==> src/rtl/ahb_arb_defs.svh <==
`ifndef AHB_ARB_DEFS_SVH
`define AHB_ARB_DEFS_SVH

// ==========================================================================
// Arbiter sizing
// ==========================================================================

// Masters sharing the one slave
`define AHB_MASTER_NUM 4

// Rank width for AHB_MASTER_NUM distinct ranks
`define AHB_RANK_W 2

// Beat counter width
// 16 beats is the longest defined burst
`define AHB_BEAT_W 4

// ==========================================================================
// End of sizing
// ==========================================================================

`endif
==> src/rtl/ahb_arb_pkg.sv <==
`include "ahb_arb_defs.svh"

package ahb_arb_pkg;

  // One bit per master
  typedef logic [`AHB_MASTER_NUM-1:0] master_vec_t;

  // Age rank where higher means longer since last served
  typedef logic [`AHB_RANK_W-1:0] rank_t;

  // Beat count and last beat index
  typedef logic [`AHB_BEAT_W-1:0] beat_cnt_t;

  // AHB burst encoding
  typedef enum logic [2:0] {
    SINGLE = 3'd0,
    INCR   = 3'd1,
    WRAP4  = 3'd2,
    INCR4  = 3'd3,
    WRAP8  = 3'd4,
    INCR8  = 3'd5,
    WRAP16 = 3'd6,
    INCR16 = 3'd7
  } hburst_e;

  // Grant controller states
  typedef enum logic [1:0] {
    IDLE   = 2'd0,
    OWNED  = 2'd1,
    BUBBLE = 2'd2
  } grant_state_e;

endpackage

==> src/rtl/ahb_slave_arbiter.sv <==
`timescale 1ns/1ps

module ahb_slave_arbiter
  import ahb_arb_pkg::*;
(
  input  logic        hclk,
  input  logic        hreset_n,
  input  master_vec_t hreq,
  input  hburst_e     hburst,
  input  logic        hwait,
  output master_vec_t hgrant,
  output logic        hsel,
  output logic        hlast
);

  master_vec_t grant;
  master_vec_t winner;
  logic        burst_done;

  // ==========================================================================
  // Priority side
  // ==========================================================================

  lru_prior_table prior_i (
    .hclk       (hclk),
    .hreset_n   (hreset_n),
    .hreq       (hreq),
    .grant      (grant),
    .burst_done (burst_done),
    .winner     (winner)
  );

  // ==========================================================================
  // Burst side
  // ==========================================================================

  burst_tracker burst_i (
    .hclk       (hclk),
    .hreset_n   (hreset_n),
    .hsel       (hsel),
    .hwait      (hwait),
    .hburst     (hburst),
    .hlast      (hlast),
    .burst_done (burst_done)
  );

  // Combines winner and burst end into the held grant
  grant_ctrl grant_i (
    .hclk       (hclk),
    .hreset_n   (hreset_n),
    .winner     (winner),
    .burst_done (burst_done),
    .hwait      (hwait),
    .grant      (grant),
    .hsel       (hsel),
    .hgrant     (hgrant)
  );

endmodule

==> src/rtl/grant_ctrl.sv <==
`timescale 1ns/1ps

module grant_ctrl
  import ahb_arb_pkg::*;
(
  input  logic        hclk,
  input  logic        hreset_n,
  input  master_vec_t winner,
  input  logic        burst_done,
  input  logic        hwait,
  output master_vec_t grant,
  output logic        hsel,
  output master_vec_t hgrant
);

  grant_state_e state_q;
  grant_state_e state_d;
  master_vec_t  grant_d;

  // ==========================================================================
  // Grant FSM
  // ==========================================================================

  always_comb
  begin
    state_d = state_q;
    grant_d = grant;
    case (state_q)
      IDLE:
      begin
        if (|winner)
        begin
          grant_d = winner;
          state_d = OWNED;
        end
      end
      OWNED:
      begin
        // Hold until the last beat is taken
        if (burst_done)
        begin
          grant_d = '0;
          state_d = BUBBLE;
        end
      end
      BUBBLE:
      begin
        // Table has aged, pick again
        grant_d = winner;
        state_d = (|winner) ? OWNED : IDLE;
      end
      default:
      begin
        grant_d = '0;
        state_d = IDLE;
      end
    endcase
  end

  always_ff @(posedge hclk or negedge hreset_n)
  begin
    if (!hreset_n)
    begin
      state_q <= IDLE;
      grant   <= '0;
    end
    else
    begin
      state_q <= state_d;
      grant   <= grant_d;
    end
  end

  // Slave side outputs
  assign hsel   = |grant;
  assign hgrant = grant & {$bits(master_vec_t){~hwait}};

  grant_onehot_a: assert property (
    @(posedge hclk) disable iff (!hreset_n) $onehot0(grant))
    else $error("grant_ctrl: more than one master granted");

endmodule

==> src/rtl/burst_tracker.sv <==
`timescale 1ns/1ps

module burst_tracker
  import ahb_arb_pkg::*;
(
  input  logic    hclk,
  input  logic    hreset_n,
  input  logic    hsel,
  input  logic    hwait,
  input  hburst_e hburst,
  output logic    hlast,
  output logic    burst_done
);

  logic      counting_q;
  hburst_e   burst_q;
  hburst_e   burst_cur;
  beat_cnt_t beat_q;
  beat_cnt_t beat_last_idx;
  logic      beat_accept;

  // ==========================================================================
  // Burst length
  // ==========================================================================

  // Live type on the first beat, captured type for the rest
  assign burst_cur = counting_q ? burst_q : hburst;

  // INCR of unknown length is handled as one beat
  always_comb
  begin
    case (burst_cur)
      WRAP4, INCR4:   beat_last_idx = beat_cnt_t'(3);
      WRAP8, INCR8:   beat_last_idx = beat_cnt_t'(7);
      WRAP16, INCR16: beat_last_idx = beat_cnt_t'(15);
      default:        beat_last_idx = '0;
    endcase
  end

  // ==========================================================================
  // Beat counting
  // ==========================================================================

  assign beat_accept = hsel & ~hwait;
  assign hlast       = hsel & (beat_q == beat_last_idx);
  assign burst_done  = beat_accept & hlast;

  always_ff @(posedge hclk or negedge hreset_n)
  begin
    if (!hreset_n)
    begin
      counting_q <= 1'b0;
      beat_q     <= '0;
    end
    else if (beat_accept)
    begin
      if (burst_done)
      begin
        counting_q <= 1'b0;
        beat_q     <= '0;
      end
      else
      begin
        counting_q <= 1'b1;
        beat_q     <= beat_q + 1'b1;
      end
    end
  end

  // Type captured on the first accepted beat
  always_ff @(posedge hclk)
  begin
    if (beat_accept && !counting_q)
      burst_q <= hburst;
  end

  // Every burst end is followed by the bubble
  done_then_bubble_a: assert property (
    @(posedge hclk) disable iff (!hreset_n)
    burst_done |=> !hsel)
    else $error("burst_tracker: no bubble after the last beat");

endmodule

==> src/rtl/lru_prior_table.sv <==
`timescale 1ns/1ps
`include "ahb_arb_defs.svh"

module lru_prior_table
  import ahb_arb_pkg::*;
(
  input  logic        hclk,
  input  logic        hreset_n,
  input  master_vec_t hreq,
  input  master_vec_t grant,
  input  logic        burst_done,
  output master_vec_t winner
);

  rank_t rank_q [`AHB_MASTER_NUM];
  rank_t rank_d [`AHB_MASTER_NUM];
  rank_t served_rank;
  rank_t best_rank;
  logic  found;
  logic  ranks_unique;

  // ==========================================================================
  // Winner selection
  // ==========================================================================

  // Highest rank among requesters
  always_comb
  begin
    winner    = '0;
    best_rank = '0;
    found     = 1'b0;
    for (int i = 0; i < `AHB_MASTER_NUM; i++)
    begin
      if (hreq[i] && (!found || (rank_q[i] > best_rank)))
      begin
        winner    = '0;
        winner[i] = 1'b1;
        best_rank = rank_q[i];
        found     = 1'b1;
      end
    end
  end

  // ==========================================================================
  // Rank aging
  // ==========================================================================

  // Rank of the master that owns the slave now
  always_comb
  begin
    served_rank = '0;
    for (int i = 0; i < `AHB_MASTER_NUM; i++)
    begin
      if (grant[i])
        served_rank = rank_q[i];
    end
  end

  // Served master drops to 0, everyone younger than it ages by one
  always_comb
  begin
    for (int i = 0; i < `AHB_MASTER_NUM; i++)
    begin
      if (grant[i])
        rank_d[i] = '0;
      else if (rank_q[i] < served_rank)
        rank_d[i] = rank_q[i] + 1'b1;
      else
        rank_d[i] = rank_q[i];
    end
  end

  always_ff @(posedge hclk or negedge hreset_n)
  begin
    if (!hreset_n)
    begin
      for (int i = 0; i < `AHB_MASTER_NUM; i++)
        rank_q[i] <= rank_t'(i);
    end
    else if (burst_done)
    begin
      rank_q <= rank_d;
    end
  end

  // Pairwise check of the rank table
  always_comb
  begin
    ranks_unique = 1'b1;
    for (int i = 0; i < `AHB_MASTER_NUM; i++)
    begin
      for (int j = i + 1; j < `AHB_MASTER_NUM; j++)
      begin
        if (rank_q[i] == rank_q[j])
          ranks_unique = 1'b0;
      end
    end
  end

  rank_permutation_a: assert property (
    @(posedge hclk) disable iff (!hreset_n) ranks_unique)
    else $error("lru_prior_table: two masters share a rank");

endmodule

==> config.mk <==
export PLATFORM = sky130hd
export DESIGN_NAME = ahb_slave_arbiter
export DESIGN_NICKNAME = d
export VERILOG_FILES = /design/src/rtl/ahb_arb_pkg.sv /design/src/rtl/ahb_slave_arbiter.sv /design/src/rtl/grant_ctrl.sv /design/src/rtl/burst_tracker.sv /design/src/rtl/lru_prior_table.sv
export VERILOG_INCLUDE_DIRS = /design/src /design/src/rtl
export SDC_FILE = /design/constraint.sdc
export NUM_CORES = 1
export LEC_CHECK = 0
export ABC_AREA = 0
export ABC_CLOCK_PERIOD_IN_PS = 7200
export BUFFER_PORTS_ARGS = -buffer_cell sky130_fd_sc_hd__buf_2
export CORE_ASPECT_RATIO = 0.7
export CORE_MARGIN = 1
export CORE_UTILIZATION = 62
export DETAILED_ROUTE_END_ITERATION = 8
export HOLD_SLACK_MARGIN = 0.06
export PLACE_DENSITY = 0.92
export SYNTH_ARGS = -nofsm -noshare
export SYNTH_HDL_FRONTEND = slang
export SYNTH_SLANG_ARGS = --single-unit
==> constraint.sdc <==
create_clock -name hclk -period 7.2 [get_ports hclk]
set_input_delay 1.44 -clock hclk [delete_from_list [all_inputs] [get_ports hclk]]
set_output_delay 1.44 -clock hclk [all_outputs]
set_load 0.02 [all_outputs]
== Word-level counts from Yosys, hierarchy flattened ==
Index checks and enable logic that the tools add are counted.
Word-level totals
  flip-flop bits (word level): 22
  input bits: 10
  output and inout bits: 6
Cells by class
  eq/ne operators: 11
  order comparisons: 7
  $add $sub $neg: 5
  reductions and logical operators: 26
  bitwise operators: 5
  multiplexer cells: 33
Operators by type and width (count)
  $mux W2: 17
  $mux W4: 6
  $pmux W4 S3: 2
  $eq A3 B3 Y1 const B: 4
  $reduce_and A2 Y1: 5
  $add A2 B1 Y2 const B: 4
  $lt A2 B2 Y1: 4
  $reduce_bool A2 Y1: 4
  $reduce_or A4 Y1: 2
  $eq A3 B2 Y1 const B: 2
  $gt A2 B2 Y1: 3
  $mux W1: 6
  $pmux W2 S3: 1
  $reduce_or A2 Y1: 3
  $add A4 B1 Y4 const B: 1
  $and A4 B4 Y4: 1
  $eq A4 B4 Y1: 1
  $logic_and A1 B1 Y1: 4
  $logic_not A1 Y1: 4
  $and A1 B1 Y1: 3
  $logic_or A1 B1 Y1: 3
  $mux W3: 1
  $eq A2 B1 Y1 const B: 1
  $eq A2 B2 Y1 const B: 1
  other kinds (4): 4

== Logic depth before layout (Yosys ltp) ==
Gate-level depths: netlist of the first run.
  word-level depth: 16
  gate-level depth with buffers: 17

== By module ==
A second synthesis of the first run with hierarchy kept.
Unflattened totals
  cell total of the unflattened synthesis: 175
  area total of the unflattened synthesis: 1560.2 um2
By module, submodules not included
  lru_prior_table: instances 1, area each 788.3 um2, cells each 96
  burst_tracker: instances 1, area each 476.7 um2, cells each 49
  grant_ctrl: instances 1, area each 295.3 um2, cells each 30

== Worst setup path before layout of the first run ==
Ideal clock, no wire load.
  path type: input to register
  from: input port hreq[0]
  to: register grant_i.grant[2]
  stages: 17
  path buffers: 0
  path slack: 2006 ps
  arrival: 5118 ps
  cell sequence: and2_1 -> ha_1 -> nand2_1 -> o21ai_0 -> a21boi_0 -> mux2_2 -> ha_1 -> nor2b_1 -> a2bb2oi_1 -> o21a_1 -> mux2_2 -> ha_1 -> nor2b_1 -> a2bb2oi_1 -> o21a_1 -> or4b_2 -> o21ai_1
Between the ends
  longest elaborated chain between the ends: 16
  elaborated cells between the ends (all ways): 27
  those cells by class: order compare (3); eq/ne (1); mux (12); reduce/logical (11)
Ends and longest elaborated chain
  start: declaration: line ahb_slave_arbiter.sv:8  | input master_vec_t hreq,
  $mux W2 or $mux W1 (tied branches): line lru_prior_table.sv:34  | if (hreq[i] && (!found || (rank_q[i] > best_rank)))
  $gt A2 B2 Y1 or $logic_not A1 Y1 (tied branches): line lru_prior_table.sv:34
  $logic_or A1 B1 Y1: line lru_prior_table.sv:34
  $logic_and A1 B1 Y1: line lru_prior_table.sv:34
  $mux W2 or $mux W1 (tied branches): line lru_prior_table.sv:34
  $gt A2 B2 Y1 or $logic_not A1 Y1 (tied branches): line lru_prior_table.sv:34
  $logic_or A1 B1 Y1: line lru_prior_table.sv:34
  $logic_and A1 B1 Y1: line lru_prior_table.sv:34
  $mux W2 or $mux W1 (tied branches): line lru_prior_table.sv:34
  $gt A2 B2 Y1 or $logic_not A1 Y1 (tied branches): line lru_prior_table.sv:34
  $logic_or A1 B1 Y1: line lru_prior_table.sv:34
  $logic_and A1 B1 Y1: line lru_prior_table.sv:34
  $mux W4 (*): line lru_prior_table.sv:34
  $reduce_or A4 Y1: line grant_ctrl.sv:31  | if (|winner)
  $ne A2 B1 Y1 (no line)
  $reduce_and A2 Y1 (no line)
  end signal: assignment: line grant_ctrl.sv:70  | grant <= grant_d;
  end: declaration: line grant_ctrl.sv:11  | output master_vec_t grant,
Mark *: on every way between the ends. The rest lies on a longest branch, timed or not. The select of a mux whose other input is x is not followed.
A chain may end at the register's enable or synchronous reset.

== Worst setup path in the final report of the first run ==
Ends and elaborated chain as after synthesis.

==> results of run 1 <==
critical path: cells and delay by family:
family	cells	cell delay, ps
AOI/OAI and AO/OA	7	1320
and+or+nand+nor	5	1090
adders and majority gates	3	900
muxes	2	770
buffers and inverters	1	130
layout make-up:
class	instances	area [um2]
multi-input combinational	134	929.6
fill	180	593.1
clock buffer	3	22.52
tap	32	40.04
sequential	21	540.5
inverter	11	41.29
clock inverter	1	5.005
timing repair buffer	14	70.07
state kept, by name (all words and copies together) (netlist names):
signal	cells
burst_i.beat_q	4
prior_i.rank_q	8
burst_i.counting_q	1
grant_i.grant	4
grant_i.state_q	2
burst_i.burst_q	2
placed cells by master, fill, tap and decap left out, types with 3 or more instances in the layout:
cell,n
a21oi_1,5
a2bb2oi_1,5
a31oi_1,4
buf_2,14
clkbuf_4,3
dfrtp_1,15
dfstp_2,4
ha_1,11
inv_1,11
mux2_2,4
nand2_1,16
nand2b_1,4
nand4_1,4
nor2_1,18
nor2b_1,8
nor3_1,7
o21a_1,4
o21ai_0,5
o221ai_1,4
o31ai_1,4
through the flow:
stage	utilization [%]	cells	instance area [um2]	hold slack (ps)	power, mW
after floorplan	-	171	1534	431.5	0.4864
after global placement	72.32	212	1622	446.5	0.5485
after detailed placement	72.32	212	1622	505.2	0.5735
after CTS	73.55	216	1649	523.9	0.6338
after global routing	73.55	216	1649	538.2	0.6961
final	73.55	216	1649	529.5	0.6449
per-layer routing:
layer	vias up	wire length, um	share of wire (%)
met3	4	347	9.4
met4	0	15	0.41
li1	653	-	-
met1	653	1630	44
met2	78	1686	46
met5	-	0	0
worst max-delay path by stage:
stage / start / end / slack (ps)
3_5_place_dp: hreq[0] / grant_i.grant[2] / 1530
3_3_place_gp: hreq[0] / grant_i.grant[2] / 1640
5_1_grt: hreq[0] / grant_i.grant[2] / 1680
6_report: hreq[0] / grant_i.grant[2] / 1800
4_1_cts: hreq[0] / grant_i.grant[2] / 1840
2_1_floorplan: hreq[0] / grant_i.grant[2] / 2010
power breakdown:
group          internal (mW)  switching, mW  leakage [nW]
registers              0.161         0.0540         0.239
logic                  0.151          0.217         0.497
clock network         0.0209         0.0406        0.0177
total                  0.333          0.312         0.754
kinds of logic (layout without fill, tap and decap cells):
family / count (synthesis) / after routing / synth area share, %
xor+xnor: 2 / 2 / 1.142
mux: 6 / 6 / 4.241
compound gates: 44 / 44 / 20.64
flops: 21 / 21 / 35.24
simple gates: 71 / 71 / 25.61
buf+inv: 16 / 29 / 4.160
fa+ha+maj: 11 / 11 / 8.972
==> run_results.csv, run 1 <==
group,metric,value,unit
timing,finalMaxSlewViolations,0,
timing,worst_pin_slew,508.0,ps
logic_synthesis,ys.warnings.count,0,
clocking,cts_resized,0,
detailed_routing,vias_per_cell,6.426,
clocking,ctsHoldBuffers,0,
critical_path,r2r-start,"prior_i.rank_q[7]",
critical_path,criticalPathCategory,"primary input to register",
logic_synthesis,yosysSeqAreaShare,35.24,%
global_routing,use_met3,8.955,%
global_routing,grt-ovfl-total,0,
logic_synthesis,synth-edff-count,2,
detailed_routing,drt_pre_antenna_iters,5,
global_routing,grtUsageMet2,46.96,%
clocking,cts-buffers-inserted,3,
logic_synthesis,syn_area_per_cell,8.971,um2
min_path,hold_end,"grant_i.state_q[1]",
power,power_density,391.1,nW/um2
clocking,clkSinkCount,21,
timing,post-route-period-util,74.96,%
logic_synthesis,synth.distinct_cells,45,
logic_synthesis,synth_largest_area_cell,"dfrtp_1",
critical_path,start_kind,"primary input",
critical_path,required,7460,ps
die,die_w,61.45,um
detailed_routing,wirelength,3679,um
critical_path,worstRegToRegCells,17,
critical_path,r2r_end,"grant_i.grant[2]",
power,p_leak,0.7537,nW
logic_synthesis,netlist.area_leader.share,24.47,%
clocking,path_clk_slew,130,ps
timing,relSlewSlack,66.13,%
detailed_routing,detail-route-antenna-nets,0,
global_routing,top_usage_layer,"met2",
die,floorplan.initialDensity,68.42,%
global_routing,grt_util_all_layers,31.83,%
logic_synthesis,synth_cells,171,
global_routing,grt_pass1_vias,1301,
die,num_rows,14,
critical_path,rrSetupSlack,2540,ps
critical_path,cp_max_fo,6,
logic_synthesis,yosys-top-cells-count,"nor2_1, nand2_1, dfrtp_1, ha_1, inv_1",
timing,setup_viol,0,
clocking,cts_setup_buffers,0,
logic_synthesis,synth_area_leaders,"dfrtp_1, ha_1, dfstp_2, nor2_1, edfxtp_1",
detailed_routing,drc,0,
placement,routabilityCongestion,0.8874,
min_path,min_from,"grant_i.state_q[1]",
placement,dp.final_hpwl,2777,um
power,irDropWorstVdd,0.0001872,V
logic_synthesis,synth_seq_cells,21,
logic_synthesis,synth_most_common_cell,"nor2_1",
timing,fin_setup_tns,0,ps
detailed_routing,drt_iter0_drc,94,
final_layout,layout-drive-gt1-share,18.48,%
final_layout,antenna_cells,0,
critical_path,cp_cell_sequence,"buf_2 -> nand2_1 -> ha_1 -> nor2b_1 -> o21ai_0 -> a21boi_0 -> mux2_2 -> ha_1 -> nor2b_1 -> a2bb2oi_1 -> o21a_1 -> mux2_2 -> ha_1 -> nor2b_1 -> a2bb2oi_1 -> o21a_1 -> or4b_2 -> o21ai_1",
die,core_area,2242,um2
clocking,ctsHtreeMaxLevel,1,
min_path,min_path_type,"register to register",
detailed_routing,dr_total_vias,1388,
clocking,cts_tree,"built",
placement,pre_cts_ws,1534,ps
logic_synthesis,syn-cell-area,1534,um2
outcome,outcome,"finished, final reports clean",
logic_synthesis,ys.flop_type,"dfrtp_1",
timing,max_freq,185.3,MHz
final_layout,nets,206,
timing,rsz0062_at_grt,"false",
logic_synthesis,syn-num-nets,192,
global_routing,grt_max_degree,20,
global_routing,grt_pass1_wl,6092,um
logic_synthesis,async_flop_share,90.48,%
placement,io_buffers,14,
timing,worst_slack,1803,ps
critical_path,worstSetupEndpointType,"register",
die,die_area,2680,um2
critical_path,slowest_delay,610,ps
timing,min_period,5397,ps
final_layout,area_growth,7.504,%
global_routing,antenna_found_initial,0,
clocking,clock-root-buffer,"clkbuf_4",
min_path,worstHoldPathCells,1,
clocking,clk_path_buf_depth,2,
timing,fin_worst_skew,10.33,ps
critical_path,crit_slowest_cell,"or4b_2",
die,io_pins,16,
timing,hold_viol,0,
critical_path,crit_arrival,5660,ps
flow_run,drv_cap,0,
global_routing,use_met1,46.04,%
die,die_h,43.62,um
detailed_routing,wl_per_cell,17.03,um
clocking,clk_latency,330,ps
No activity file was read; power rests on OpenSTA's default activity.
==> inputs of run 2 (changes only) <==
- ABC_CLOCK_PERIOD_IN_PS: 7200 -> 5430
- CORE_UTILIZATION: 62 -> 58
- PLACE_DENSITY: 0.92 -> 0.88
- clock period: 7.2 -> 5.43 ns (I/O delays scaled with it)
==> run_results.csv, run 2 (synthesis results as in run 1) <==
group,metric,value,unit
outcome,outcome,"finished, final reports clean",
min_path,min_from,"grant_i.state_q[1]",
critical_path,r2r-start,"prior_i.rank_q[7]",
die,floorplan.initialDensity,61.92,%
final_layout,layout_commonest_cell,"nor2_1",
die,die_area,2858,um2
clocking,clkSinkCount,21,
die,die_h,45.03,um
die,num_rows,15,
placement,io_buffers,14,
clocking,cts_tree,"built",
timing,hold_viol,0,
clocking,path_clk_slew,80,ps
placement,placedCellCount,215,
critical_path,cp_max_fo,6,
detailed_routing,dr_total_vias,1323,
final_layout,largest_reg_flops,8,
detailed_routing,drt_pre_antenna_iters,4,
clocking,cts_setup_buffers,0,
critical_path,rrSetupSlack,970,ps
timing,rsz0062_at_grt,"false",
detailed_routing,wl_per_cell,15.24,um
final_layout,area_growth,9.380,%
global_routing,grt_util_all_layers,26.23,%
critical_path,worstRegToRegCells,17,
detailed_routing,drt_iter0_drc,70,
final_layout,layout-drive-gt1-share,18.92,%
final_layout,final_cells,219,
critical_path,criticalPathCategory,"primary input to register",
global_routing,antenna_found_initial,0,
critical_path,worstSetupEndpointType,"register",
timing,post-route-period-util,90.58,%
timing,setup_viol,0,
min_path,worstHoldPathCells,1,
placement,dp.final_hpwl,2674,um
final_layout,antenna_cells,0,
final_layout,final_cell_mix,"nor2_1, nand2_1, dfrtp_1",
clocking,cts_resized,0,
detailed_routing,vias_per_cell,6.041,
timing,min_period,4918,ps
min_path,hold_end,"grant_i.state_q[1]",
power,power_density,515.7,nW/um2
clocking,ctsHoldBuffers,0,
global_routing,grt-ovfl-total,0,
timing,worst_pin_slew,497.0,ps
final_layout,reg_top3,"prior_i.rank_q (8), burst_i.beat_q (4), grant_i.grant (4)",
final_layout,nets,207,
clocking,clk_path_buf_depth,2,
critical_path,crit_arrival,5110,ps
die,io_pins,16,
final_layout,largest_register,"prior_i.rank_q",
timing,finalMaxSlewViolations,0,
global_routing,grt_max_degree,20,
critical_path,start_kind,"primary input",
critical_path,r2r_end,"grant_i.grant[2]",
clocking,ctsHtreeMaxLevel,1,
clocking,clk_latency,260,ps
clocking,cts-buffers-inserted,3,
die,core_area,2477,um2
timing,hold_slack,474.2,ps
global_routing,grt_pass1_wl,5623,um
flow_run,drv_cap,0,
power,irDropWorstVdd,0.0002621,V
detailed_routing,detail-route-antenna-nets,0,
power,p_leak,0.7664,nW
timing,max_freq,203.3,MHz
clocking,clock-root-buffer,"clkbuf_8",
placement,routabilityCongestion,0.9169,
detailed_routing,drc,0,
min_path,min_path_type,"register to register",
critical_path,required,5620,ps
timing,relSlewSlack,66.86,%
timing,fin_setup_tns,0,ps
global_routing,grt_pass1_vias,1208,
detailed_routing,wirelength,3338,um
timing,fin_worst_skew,1.244,ps
die,die_w,63.47,um
==> run 2: power breakdown <==
group	internal (mW)	leakage, nW	switching (mW)
sequential	0.213	0.239	0.0717
combinational	0.202	0.502	0.276
clock	0.0511	0.0255	0.0509
total	0.466	0.766	0.399
==> run 2: how the worst max path moves through the flow <==
| stage | startpoint | end | slack [ps] |
|---|---|---|---|
| global route | hreq[0] | grant_i.grant[2] | 350 |
| CTS | hreq[0] | grant_i.grant[2] | 520 |
| finish | hreq[0] | grant_i.grant[2] | 510 |
| detailed placement | hreq[0] | grant_i.grant[2] | 250 |
| global placement | hreq[0] | grant_i.grant[2] | 470 |
| floorplan | hreq[0] | grant_i.grant[2] | 590 |
==> run 2: layout make-up <==
| type | instances | area (um2) |
|---|---|---|
| flip-flops and latches | 21 | 540.5 |
| clock inverters | 1 | 5.005 |
| fillers | 206 | 799.5 |
| well taps | 34 | 42.54 |
| multi-input cells | 134 | 929.6 |
| repair buffers | 15 | 77.57 |
| clock buffers | 3 | 41.29 |
| inverters | 11 | 41.29 |
==> run 2: critical path, cell delays in order <==
cell	delay (ps)
buf_2	120
nand2_1	80
ha_1	310
nor2b_1	120
o21ai_0	80
a21boi_0	260
mux2_2	390
ha_1	300
nor2b_1	150
a2bb2oi_1	190
o21a_1	220
mux2_2	360
ha_1	290
nor2b_1	130
a2bb2oi_1	120
o21a_1	200
or4b_2	610
o21ai_1	90
==> run 2: routing by layer <==
metal  vias to the layer above  share of wire, %  GRT usage (%)
li1                        660                 -              -
met2                        31                45          42.55
met1                       630                49          36.92
met4                         0              0.21          3.636
met5                         -                 0              0
met3                         2               5.6          6.313
==> run 2: through the flow <==
step	power (mW)	instance area [um2]	setup WS, ps	util, %
final	0.8652	1678	511.5	67.73
after global routing	0.9412	1678	353.2	67.73
after CTS	0.8614	1678	522.2	67.73
after detailed placement	0.7586	1632	254.4	65.86
after global placement	0.7277	1632	471.3	65.86
after floorplan	0.6449	1534	590.0	-
